<file path="src/uart_params.svh">
`ifndef UART_PARAMS_SVH
`define UART_PARAMS_SVH

// data path width, one byte per frame
`define UART_DATA_W 8

// log2 of tx fifo depth, 16 entries
`define UART_FIFO_DEPTH_LOG2 4

// baud divisor width
`define UART_DIV_W 16

// 9600 bit/s from a 48 MHz clk
`define UART_DEFAULT_DIV 4999

// wishbone word address width
`define UART_ADDR_W 3

`endif

</file>
<file path="src/uart_pkg.sv">
`include "uart_params.svh"

package uart_pkg;

	typedef logic [`UART_DATA_W-1:0] tx_byte_t;  // one data byte
	typedef logic [`UART_DIV_W-1:0]  baud_div_t; // bit period minus one, in clk cycles

	typedef enum logic [`UART_ADDR_W-1:0] {
		REG_DATA   = 'd0, // write pushes a byte into the fifo
		REG_STATUS = 'd1, // {level, full, empty, busy}
		REG_CTRL   = 'd2, // {parity_en, tx_en}
		REG_DIV_LO = 'd3, // divisor bits 7:0
		REG_DIV_HI = 'd4  // divisor bits 15:8
	} reg_addr_e;

	typedef enum logic [2:0] {
		TX_IDLE,   // line high, waiting for data
		TX_START,  // start bit, line low
		TX_DATA,   // eight data bits lsb first
		TX_PARITY, // even parity bit
		TX_STOP    // stop bit, line high
	} tx_state_e;

endpackage

</file>
<file path="src/baud_generator.sv">
`include "uart_params.svh"

module baud_generator (
	input  logic               clk,        // system clock
	input  logic               i_rst_n,    // async reset, active low
	input  uart_pkg::baud_div_t i_div,     // bit period minus one
	input  logic               i_sync,     // restart count at frame start
	output logic               o_bit_tick  // one cycle pulse per bit period
);

	import uart_pkg::*;

	baud_div_t cnt_q; // clocks left in current bit

	// down counter reloads on frame start or when it runs out
	// so a new divisor is picked up at the next frame start
	always_ff @(posedge clk or negedge i_rst_n) begin
		if (!i_rst_n) begin
			cnt_q <= '0;
		end else if (i_sync) begin
			cnt_q <= i_div;            // align bit boundaries to the frame
		end else if (cnt_q == '0) begin
			cnt_q <= i_div;            // next bit period
		end else begin
			cnt_q <= cnt_q - 1'b1;
		end
	end

	// tick on the last clock of each bit period
	assign o_bit_tick = (cnt_q == '0);

endmodule

</file>
<file path="src/tx_fifo.sv">
`include "uart_params.svh"

module tx_fifo #(
	parameter int DEPTH_LOG2 = `UART_FIFO_DEPTH_LOG2 // log2 of entry count
) (
	input  logic                  clk,         // system clock
	input  logic                  i_rst_n,     // async reset, active low
	input  logic                  i_push,      // write one byte
	input  uart_pkg::tx_byte_t    i_push_data, // byte to write
	input  logic                  i_pop,       // drop the head entry
	output uart_pkg::tx_byte_t    o_head,      // oldest byte, valid when not empty
	output logic                  o_empty,     // no entries
	output logic                  o_full,      // all entries in use
	output logic [DEPTH_LOG2:0]   o_level      // number of entries held
);

	import uart_pkg::*;

	localparam int DEPTH = 1 << DEPTH_LOG2;

	tx_byte_t mem [DEPTH];             // byte storage, no reset needed

	logic [DEPTH_LOG2:0] wr_ptr_q;     // msb is the wrap flag
	logic [DEPTH_LOG2:0] rd_ptr_q;     // msb is the wrap flag
	logic [DEPTH_LOG2:0] level_q;      // entry count
	logic                do_push;      // accepted write
	logic                do_pop;       // accepted read

	assign do_push = i_push && !o_full;  // overflow is dropped
	assign do_pop  = i_pop && !o_empty;  // underflow is dropped

	// storage write, head shows it on the next cycle
	always_ff @(posedge clk) begin
		if (do_push) begin
			mem[wr_ptr_q[DEPTH_LOG2-1:0]] <= i_push_data;
		end
	end

	always_ff @(posedge clk or negedge i_rst_n) begin
		if (!i_rst_n) begin
			wr_ptr_q <= '0;
			rd_ptr_q <= '0;
			level_q  <= '0;
		end else begin
			if (do_push) begin
				wr_ptr_q <= wr_ptr_q + 1'b1;
			end
			if (do_pop) begin
				rd_ptr_q <= rd_ptr_q + 1'b1;
			end
			case ({do_push, do_pop})
				2'b10:   level_q <= level_q + 1'b1;
				2'b01:   level_q <= level_q - 1'b1;
				default: level_q <= level_q;  // none, or push and pop together
			endcase
		end
	end

	// first word fall through, head read straight from storage
	assign o_head = mem[rd_ptr_q[DEPTH_LOG2-1:0]];

	// same index, wrap flags equal means empty and different means full
	assign o_empty = (wr_ptr_q == rd_ptr_q);
	assign o_full  = (wr_ptr_q[DEPTH_LOG2] != rd_ptr_q[DEPTH_LOG2]) &&
	                 (wr_ptr_q[DEPTH_LOG2-1:0] == rd_ptr_q[DEPTH_LOG2-1:0]);
	assign o_level = level_q;

endmodule

</file>
<file path="src/tx_serializer.sv">
`include "uart_params.svh"

module tx_serializer (
	input  logic               clk,           // system clock
	input  logic               i_rst_n,       // async reset, active low
	input  logic               i_tx_en,       // allow new frames
	input  logic               i_parity_en,   // add even parity bit
	input  logic               i_empty,       // fifo has no data
	input  uart_pkg::tx_byte_t i_head,        // fifo head byte
	input  logic               i_bit_tick,    // end of current bit period
	output logic               o_pop,         // take the fifo head
	output logic               o_frame_start, // restart baud count
	output logic               o_busy,        // frame in progress
	output logic               o_serial_out   // tx line, idle high
);

	import uart_pkg::*;

	localparam int CNT_W = $clog2(`UART_DATA_W);
	localparam logic [CNT_W-1:0] LAST_BIT = CNT_W'(`UART_DATA_W - 1);

	tx_state_e        state_q;   // frame position
	tx_byte_t         shift_q;   // remaining data bits, lsb goes next
	logic             parity_q;  // even parity of the latched byte
	logic [CNT_W-1:0] bit_cnt_q; // data bits already sent after bit 0

	always_ff @(posedge clk or negedge i_rst_n) begin
		if (!i_rst_n) begin
			state_q      <= TX_IDLE;
			shift_q      <= '0;
			parity_q     <= 1'b0;
			bit_cnt_q    <= '0;
			o_pop        <= 1'b0;
			o_busy       <= 1'b0;
			o_serial_out <= 1'b1;    // line idles high
		end else begin
			o_pop <= 1'b0;           // single cycle pulse
			case (state_q)
				TX_IDLE: begin
					o_serial_out <= 1'b1;
					if (i_tx_en && !i_empty) begin
						shift_q   <= i_head;     // latch before the pop
						parity_q  <= ^i_head;    // even parity
						bit_cnt_q <= '0;
						o_pop     <= 1'b1;
						o_busy    <= 1'b1;
						state_q   <= TX_START;
					end
				end
				TX_START: begin
					if (o_pop) begin
						o_serial_out <= 1'b0;    // start bit after the pop cycle
					end else if (i_bit_tick) begin
						o_serial_out <= shift_q[0];  // data bit 0
						shift_q      <= {1'b0, shift_q[`UART_DATA_W-1:1]};
						state_q      <= TX_DATA;
					end
				end
				TX_DATA: begin
					if (i_bit_tick) begin
						if (bit_cnt_q == LAST_BIT) begin
							if (i_parity_en) begin
								o_serial_out <= parity_q;
								state_q      <= TX_PARITY;
							end else begin
								o_serial_out <= 1'b1;    // straight to stop bit
								state_q      <= TX_STOP;
							end
						end else begin
							o_serial_out <= shift_q[0];
							shift_q      <= {1'b0, shift_q[`UART_DATA_W-1:1]};
							bit_cnt_q    <= bit_cnt_q + 1'b1;
						end
					end
				end
				TX_PARITY: begin
					if (i_bit_tick) begin
						o_serial_out <= 1'b1;    // stop bit
						state_q      <= TX_STOP;
					end
				end
				TX_STOP: begin
					if (i_bit_tick) begin
						o_busy  <= 1'b0;         // frame done
						state_q <= TX_IDLE;
					end
				end
				default: begin
					o_serial_out <= 1'b1;
					o_busy       <= 1'b0;
					state_q      <= TX_IDLE;
				end
			endcase
		end
	end

	// baud count restarts together with the pop
	assign o_frame_start = o_pop;

endmodule

</file>
<file path="src/tx_top.sv">
`include "uart_params.svh"

module tx_top (
	input  logic                clk,          // 48MHz system clock
	input  logic                i_rst_n,      // async reset, active low
	input  logic                i_wb_cyc,     // wishbone cycle
	input  logic                i_wb_stb,     // wishbone strobe
	input  logic                i_wb_we,      // wishbone write
	input  uart_pkg::reg_addr_e i_wb_adr,     // wishbone word address
	input  uart_pkg::tx_byte_t  i_wb_dat,     // wishbone write data
	output uart_pkg::tx_byte_t  o_wb_dat,     // wishbone read data
	output logic                o_wb_ack,     // wishbone acknowledge
	output logic                o_serial_out  // uart tx line
);

	import uart_pkg::*;

	logic                           push;        // regs to fifo write
	tx_byte_t                       push_data;
	logic                           pop;         // serializer takes head
	tx_byte_t                       head;
	logic                           empty;
	logic                           full;
	logic [`UART_FIFO_DEPTH_LOG2:0] level;
	logic                           busy;
	logic                           tx_en;
	logic                           parity_en;
	baud_div_t                      div;
	logic                           frame_start; // baud restart
	logic                           bit_tick;

	wb_tx_regs regs_i (
		.clk         (clk),
		.i_rst_n     (i_rst_n),
		.i_wb_cyc    (i_wb_cyc),
		.i_wb_stb    (i_wb_stb),
		.i_wb_we     (i_wb_we),
		.i_wb_adr    (i_wb_adr),
		.i_wb_dat    (i_wb_dat),
		.o_wb_dat    (o_wb_dat),
		.o_wb_ack    (o_wb_ack),
		.i_full      (full),
		.i_empty     (empty),
		.i_level     (level),
		.i_busy      (busy),
		.o_push      (push),
		.o_push_data (push_data),
		.o_tx_en     (tx_en),
		.o_parity_en (parity_en),
		.o_div       (div)
	);

	tx_fifo #(
		.DEPTH_LOG2 (`UART_FIFO_DEPTH_LOG2)
	) fifo_i (
		.clk         (clk),
		.i_rst_n     (i_rst_n),
		.i_push      (push),
		.i_push_data (push_data),
		.i_pop       (pop),
		.o_head      (head),
		.o_empty     (empty),
		.o_full      (full),
		.o_level     (level)
	);

	baud_generator baud_i (
		.clk        (clk),
		.i_rst_n    (i_rst_n),
		.i_div      (div),
		.i_sync     (frame_start),
		.o_bit_tick (bit_tick)
	);

	tx_serializer ser_i (
		.clk           (clk),
		.i_rst_n       (i_rst_n),
		.i_tx_en       (tx_en),
		.i_parity_en   (parity_en),
		.i_empty       (empty),
		.i_head        (head),
		.i_bit_tick    (bit_tick),
		.o_pop         (pop),
		.o_frame_start (frame_start),
		.o_busy        (busy),
		.o_serial_out  (o_serial_out)
	);

endmodule

</file>
<file path="src/wb_tx_regs.sv">
`include "uart_params.svh"

module wb_tx_regs (
	input  logic                            clk,         // system clock
	input  logic                            i_rst_n,     // async reset, active low
	input  logic                            i_wb_cyc,    // bus cycle
	input  logic                            i_wb_stb,    // strobe
	input  logic                            i_wb_we,     // write
	input  uart_pkg::reg_addr_e             i_wb_adr,    // word address
	input  uart_pkg::tx_byte_t              i_wb_dat,    // write data
	output uart_pkg::tx_byte_t              o_wb_dat,    // read data
	output logic                            o_wb_ack,    // acknowledge
	input  logic                            i_full,      // fifo full
	input  logic                            i_empty,     // fifo empty
	input  logic [`UART_FIFO_DEPTH_LOG2:0]  i_level,     // fifo entry count
	input  logic                            i_busy,      // serializer busy
	output logic                            o_push,      // fifo write strobe
	output uart_pkg::tx_byte_t              o_push_data, // fifo write data
	output logic                            o_tx_en,     // transmit enable
	output logic                            o_parity_en, // parity enable
	output uart_pkg::baud_div_t             o_div        // baud divisor
);

	import uart_pkg::*;

	logic     req;       // new request, not the cycle after an ack
	logic     data_wr;   // write to the data register
	logic     stall;     // data write held off while fifo full
	tx_byte_t rd_mux;    // read data for the addressed register
	tx_byte_t status;    // status byte

	assign req     = i_wb_cyc && i_wb_stb && !o_wb_ack;
	assign data_wr = i_wb_we && (i_wb_adr == REG_DATA);
	assign stall   = data_wr && i_full;

	// {level, full, empty, busy}
	assign status = {i_level, i_full, i_empty, i_busy};

	always_comb begin
		case (i_wb_adr)
			REG_STATUS: rd_mux = status;
			REG_CTRL:   rd_mux = {6'b0, o_parity_en, o_tx_en};
			REG_DIV_LO: rd_mux = o_div[7:0];
			REG_DIV_HI: rd_mux = o_div[15:8];
			default:    rd_mux = '0;     // data reg and unmapped read 0
		endcase
	end

	// registered ack, one cycle after strobe unless stalled
	always_ff @(posedge clk or negedge i_rst_n) begin
		if (!i_rst_n) begin
			o_wb_ack <= 1'b0;
		end else begin
			o_wb_ack <= req && !stall;
		end
	end

	// read data captured with the ack
	always_ff @(posedge clk) begin
		if (req && !stall) begin
			o_wb_dat <= rd_mux;
		end
	end

	// control and divisor update on the ack edge
	always_ff @(posedge clk or negedge i_rst_n) begin
		if (!i_rst_n) begin
			o_tx_en     <= 1'b0;
			o_parity_en <= 1'b0;
			o_div       <= `UART_DIV_W'(`UART_DEFAULT_DIV);
		end else if (o_wb_ack && i_wb_we) begin
			case (i_wb_adr)
				REG_CTRL: begin
					o_tx_en     <= i_wb_dat[0];
					o_parity_en <= i_wb_dat[1];
				end
				REG_DIV_LO: o_div[7:0]  <= i_wb_dat;
				REG_DIV_HI: o_div[15:8] <= i_wb_dat;
				default: ;                   // data and read-only regs
			endcase
		end
	end

	// push in the ack cycle, host still holds the byte
	assign o_push      = o_wb_ack && i_wb_cyc && i_wb_stb && data_wr;
	assign o_push_data = i_wb_dat;

endmodule

</file>
<file path="config.mk">
export PLATFORM = sky130hd
export DESIGN_NAME = tx_top
export DESIGN_NICKNAME = d
export VERILOG_FILES = /design/src/uart_pkg.sv /design/src/baud_generator.sv /design/src/tx_fifo.sv /design/src/tx_serializer.sv /design/src/tx_top.sv /design/src/wb_tx_regs.sv
export VERILOG_INCLUDE_DIRS = /design/src /design/src/src
export SDC_FILE = /design/constraint.sdc
export NUM_CORES = 1
export LEC_CHECK = 0
export BUFFER_PORTS_ARGS = -buffer_cell sky130_fd_sc_hd__buf_2
export CORE_MARGIN = 8
export CORE_UTILIZATION = 45
export CTS_CLUSTER_SIZE = 12
export DETAILED_ROUTE_END_ITERATION = 7
export PLACE_DENSITY_LB_ADDON = 0.15
export SLEW_MARGIN = 10
export SYNTH_ARGS = -nofsm -noshare
export SYNTH_HDL_FRONTEND = slang
export SYNTH_SLANG_ARGS = --single-unit
</file>
<file path="constraint.sdc">
create_clock -name clk -period 7.3 [get_ports clk]
set_input_delay 0.365 -clock clk [delete_from_list [all_inputs] [get_ports clk]]
set_output_delay 0.365 -clock clk [all_outputs]
set_load 0.02 [all_outputs]
</file>
==> results.md <==
- The run finished with clean final reports.
- The post-synthesis cell type count is 53.
- The internal power is 0.00260 W.
- The share of Yosys cell area claimed by the top area cell type is between 40% and 50%.
- In the routed layout, each cell is associated on average with a via count of 5.53.
- Data arrives at the worst endpoint at around 4 ns.
- The final critical-path setup slack is between 3 and 4 ns.
- The relative contribution of the clock network to total power is 30.1%.
- Combinational logic burns 29.5% of the power.
- The minimum clock period after layout is 3.68 ns.
- The clock tree from TritonCTS is built.
- For this run, the number of standard cells in the final layout without fillers is 915.
- The depth of the CTS H-tree is 1.
- Synthesis produced 611 cells.
- The initialized floorplan defines just over 50 standard-cell rows.
- The synthesized design spends more area on one cell type than any other, namely edfxtp_1.
- The overflow left after global routing is 0.
- Once the floorplan was initialized, standard cells occupied 45.9% of the core.
- The number of design rule violations left after detail routing is 0.
- Setup violations remaining at the end of the flow were counted as 0.
- The path type of the worst setup path is register to register.
- The floorplan step set the die width to 157 um.
- Yosys attributes the largest share of cell area to edfxtp_1, dfrtp_1, mux4_2.
- The final worst-path cycle share is 50.4%.
- The analysis attributes to net switching a power of between 0.001 and 0.0015 W.
- The number of nets produced by synthesis is 640.
- During synthesis, Yosys emitted a total of 0 warnings.
- The post-synthesis cell area is 8940 um^2.
- The number of buffers inserted during clock tree synthesis is 23.
- The worst IR drop on VDD is 229 uV.
- The switching portion of total power is roughly 31%.
- The completed layout was analyzed and its total power is 0.00377 W.
- The number of synthesized flops with an enable pin is 136.
- The clock insertion delay at the later pin of the skew report is 0.52 ns.
- The fraction of final layout cells sized beyond drive strength 1 is between 15 and 20%.
- The total power density per cell area is 376 nW/um^2.
- The pre-CTS setup slack is 3.60 ns.
- The longest individual stage delay on the worst path is 0.61 ns.
- In this run, post-CTS hold repair placed 0 buffers.
- Wires add up to 18800 um.
- The die height is 157 um.
- Counting flops and latches in the post-synthesis netlist gives 204.
- The first-pass iteration count of the detailed router is 4.
- The die area is around 25000 um^2.
- The signal on the critical path passes through buf_4 > xnor2_1 > nand4_1 > nor2b_1 > nor4b_4 > inv_2 > ha_1 > xor2_1 > ha_1 > o21ai_0 > a21oi_1 > a21oi_1 > xor2_1 > nor2_1 > xor2_1.
- In this run the static leakage power is between 3 and 4 nW.
- The headroom to the max-slew limit is 27.4%.
- The number of hold violations in the final report is 0.
- The number of global-route vias before repair was 5193.
- Each instance of the synthesized netlist takes up on average around 15 um^2.
- The largest net degree at the start of global routing is slightly below 70.
- Across all layers, the routed design uses 5059 vias.
- The repair_antennas step left the layout with diodes totalling 0.
- The cell chosen for the clock root is clkbuf_16.
- The min-delay analysis places its worst path in the category primary input to asynchronous set/reset pin.
- The total half-perimeter wirelength after legalization and detailed placement is 12400 um.
- The post-synthesis async set-or-reset flop share is 33.3%.
- 26 I/O pins were placed.
- Max-cap violations in this run came to 0.
- The initial antenna violation count came to 0.
- In this run, post-CTS repair resized a total of 0 instances.
- The clock slew seen by the registers of the worst setup and hold paths is 0.06 ns.
- On the final layout, the worst hold slack is 0.0583 ns.
- Global routing used 15.8% of the available tracks across all layers.
- The cell type with the highest occurrence count on the critical path is xor2_1.
- The worst setup path is captured at a register.
- The count of placed standard cells including taps is 873.
- The met1 demand-to-capacity share in global routing is between 20% and 30%.
- Measured in cells, the most critical reg-to-reg path has a length of 15.
- The global routing met3 resource utilization is between 2 and 2.5%.
- The clock sink count is slightly above 200.
- The synthesis-to-layout area growth is 12.1%.
- The largest buffer count on any clock path is 3.
- Setup repair after global routing left no endpoint under its margin.
- At the worst endpoint, the required time is 7.68 ns.
- For this run, the top clock speed supported by timing is approximately 0.27 GHz.
- The share of total power dissipated in sequential elements is ~40%.
- The kind of launch point of the worst setup path is a register.
- The slowest stage of the critical path belongs to the cell buf_4.
- After detailed routing, the average wire length per cell comes to 20.5 um.
- The number of nets at the end of the flow is 662.
- The first global-routing pass estimated 29900 um of wire.
- The sequential area share after synthesis is about 65%.
- The most used flip-flop cell after synthesis is edfxtp_1.
- For met2 alone, demand over resource in global routing was 25.1%.
- met2 is the most crowded layer.
- The transition time of the tightest slew-check pin is 1.08 ns.
- Between clock sinks in the finished design, the worst skew comes to 0.0249 ns.
- The buffer count from post-CTS setup fixing is 0.
- The largest fanout on the critical path is between 40 and 50.
- At the end of routability-driven placement, the weighted congestion stood at 0.811.
- The aggregate negative setup slack is 0 ns.
- The final number of max-transition violations is 0.
- The total of buffers placed on input and output ports is 25.
- The detailed router finished its first iteration with 280 violations.
- Once detail routing completed, the nets flagged for antenna violations numbered 0.
- In this run the standard cell core region covers about 19000 um^2.
critical path, delay by kind of cell (launching register included):
family | cells | cell delay [ns]
AOI/OAI and AO/OA | 3 | 0.48
xor gates and xnor gates | 4 | 0.64
adders and majority gates | 2 | 0.52
buffers and inverters | 2 | 0.69
DFF | 1 | 0.34
and+or+nand+nor | 4 | 0.90
stage by stage:
stage / util, % / cell area [um^2]
6_report: 51.5 / 10000
5_1_grt: 51.5 / 10000
4_1_cts: 51.4 / 10000
3_5_place_dp: 47.6 / 9270
3_3_place_gp: 47.6 / 9270
2_1_floorplan: - / 8940
final cells by class:
| type | instances | area (um^2) |
|---|---|---|
| inverters | 12 | 45.0 |
| clock buffers | 37 | 668 |
| repair buffers | 29 | 155 |
| multi-input cells | 363 | 2950 |
| well taps | 265 | 332 |
| flip-flops and latches | 204 | 5800 |
| fillers | 1633 | 9440 |
| clock inverters | 5 | 78.8 |
sequential cells by signal (all words and copies together) (netlist names), 3 cells and up:
register,count
fifo_i.mem,128
baud_i.cnt_q,16
regs_i.o_div,16
regs_i.o_wb_dat,8
ser_i.shift_q,8
fifo_i.o_level,5
fifo_i.rd_ptr_q,5
fifo_i.wr_ptr_q,5
ser_i.bit_cnt_q,3
ser_i.state_q,3
routing by layer:
metal  wire (um)  up-vias
li1            -     2341
met1        8850     2616
met2        8940       79
met3         694       23
met4         293        0
met5           0        -
Yosys cell counts, drive strengths merged (12+ instances only):
cell type	instances
clkbuf	18
nor3	13
nor2	29
dfrtp	60
o21ai	43
ha	13
xnor2	27
xor2	13
edfxtp	136
mux2i	19
a22oi	19
mux4	24
inv	12
buf	14
nand2	54
a21oi	18
mux2	35
power groups by stage:
stage | registers, W | logic, W | clock network (W)
finish | 0.00152 | 0.00111 | 0.00114
detailed placement | 0.00154 | 0.00112 | 0
global route | 0.00154 | 0.00123 | 0.00120
CTS | 0.00152 | 0.00113 | 0.00116
floorplan | 0.00148 | 0.000941 | 0
global placement | 0.00154 | 0.00110 | 0
placed cells by master (no fill, tap or decap), types with 4 or more instances in the layout:
cell type,count
edfxtp_1,136
dfrtp_1,59
nand2_1,54
o21ai_1,31
nor2_1,28
xnor2_1,27
buf_2,25
clkbuf_16,23
mux2_1,21
mux2i_1,19
a21oi_1,18
mux4_2,17
a22oi_1,15
mux2_2,14
xor2_1,13
ha_1,13
o21ai_0,12
clkbuf_1,10
nor3_1,9
inv_1,9
a2bb2oi_1,9
dfstp_2,8
nand2b_1,7
mux4_1,7
nand3_1,5
nor2b_1,4
nand4_1,4
o22ai_1,4
nor3_2,4
a22oi_2,4
clkbuf_8,4
buf_4,4
cells by family (layout without fill, tap and decap cells):
family	Yosys count	after routing	share of synthesized area [%]
simple gates	128	128	6.86
fa+ha+maj	13	13	1.82
xor+xnor	40	40	3.92
flops	204	204	64.8
mux	78	78	12.9
compound gates	104	104	7.37
buf+inv	44	83	2.35
final timing paths:
| check | to | slack (ns) | startpoint |
|---|---|---|---|
| min in group clk | fifo_i.mem[15][1]$_DFFE_PP_ | 0.29 | i_wb_dat[1] |
| max in group asynchronous | fifo_i.rd_ptr_q[0]$_DFFE_PN0P_ | 6.61 | i_rst_n |
| worst min-delay path | ser_i.shift_q[5]$_DFFE_PN0P_ | 0.06 | i_rst_n |
| worst max-delay path | fifo_i.o_level[4]$_DFFE_PN0P_ | 3.62 | fifo_i.rd_ptr_q[0]$_DFFE_PN0P_ |
| worst max register to register | fifo_i.o_level[4]$_DFFE_PN0P_ | 3.62 | fifo_i.rd_ptr_q[0]$_DFFE_PN0P_ |
| worst min register to register | ser_i.o_serial_out$_DFFE_PN1P_ | 0.46 | ser_i.o_serial_out$_DFFE_PN1P_ |
(Power assumes the default switching activity.)
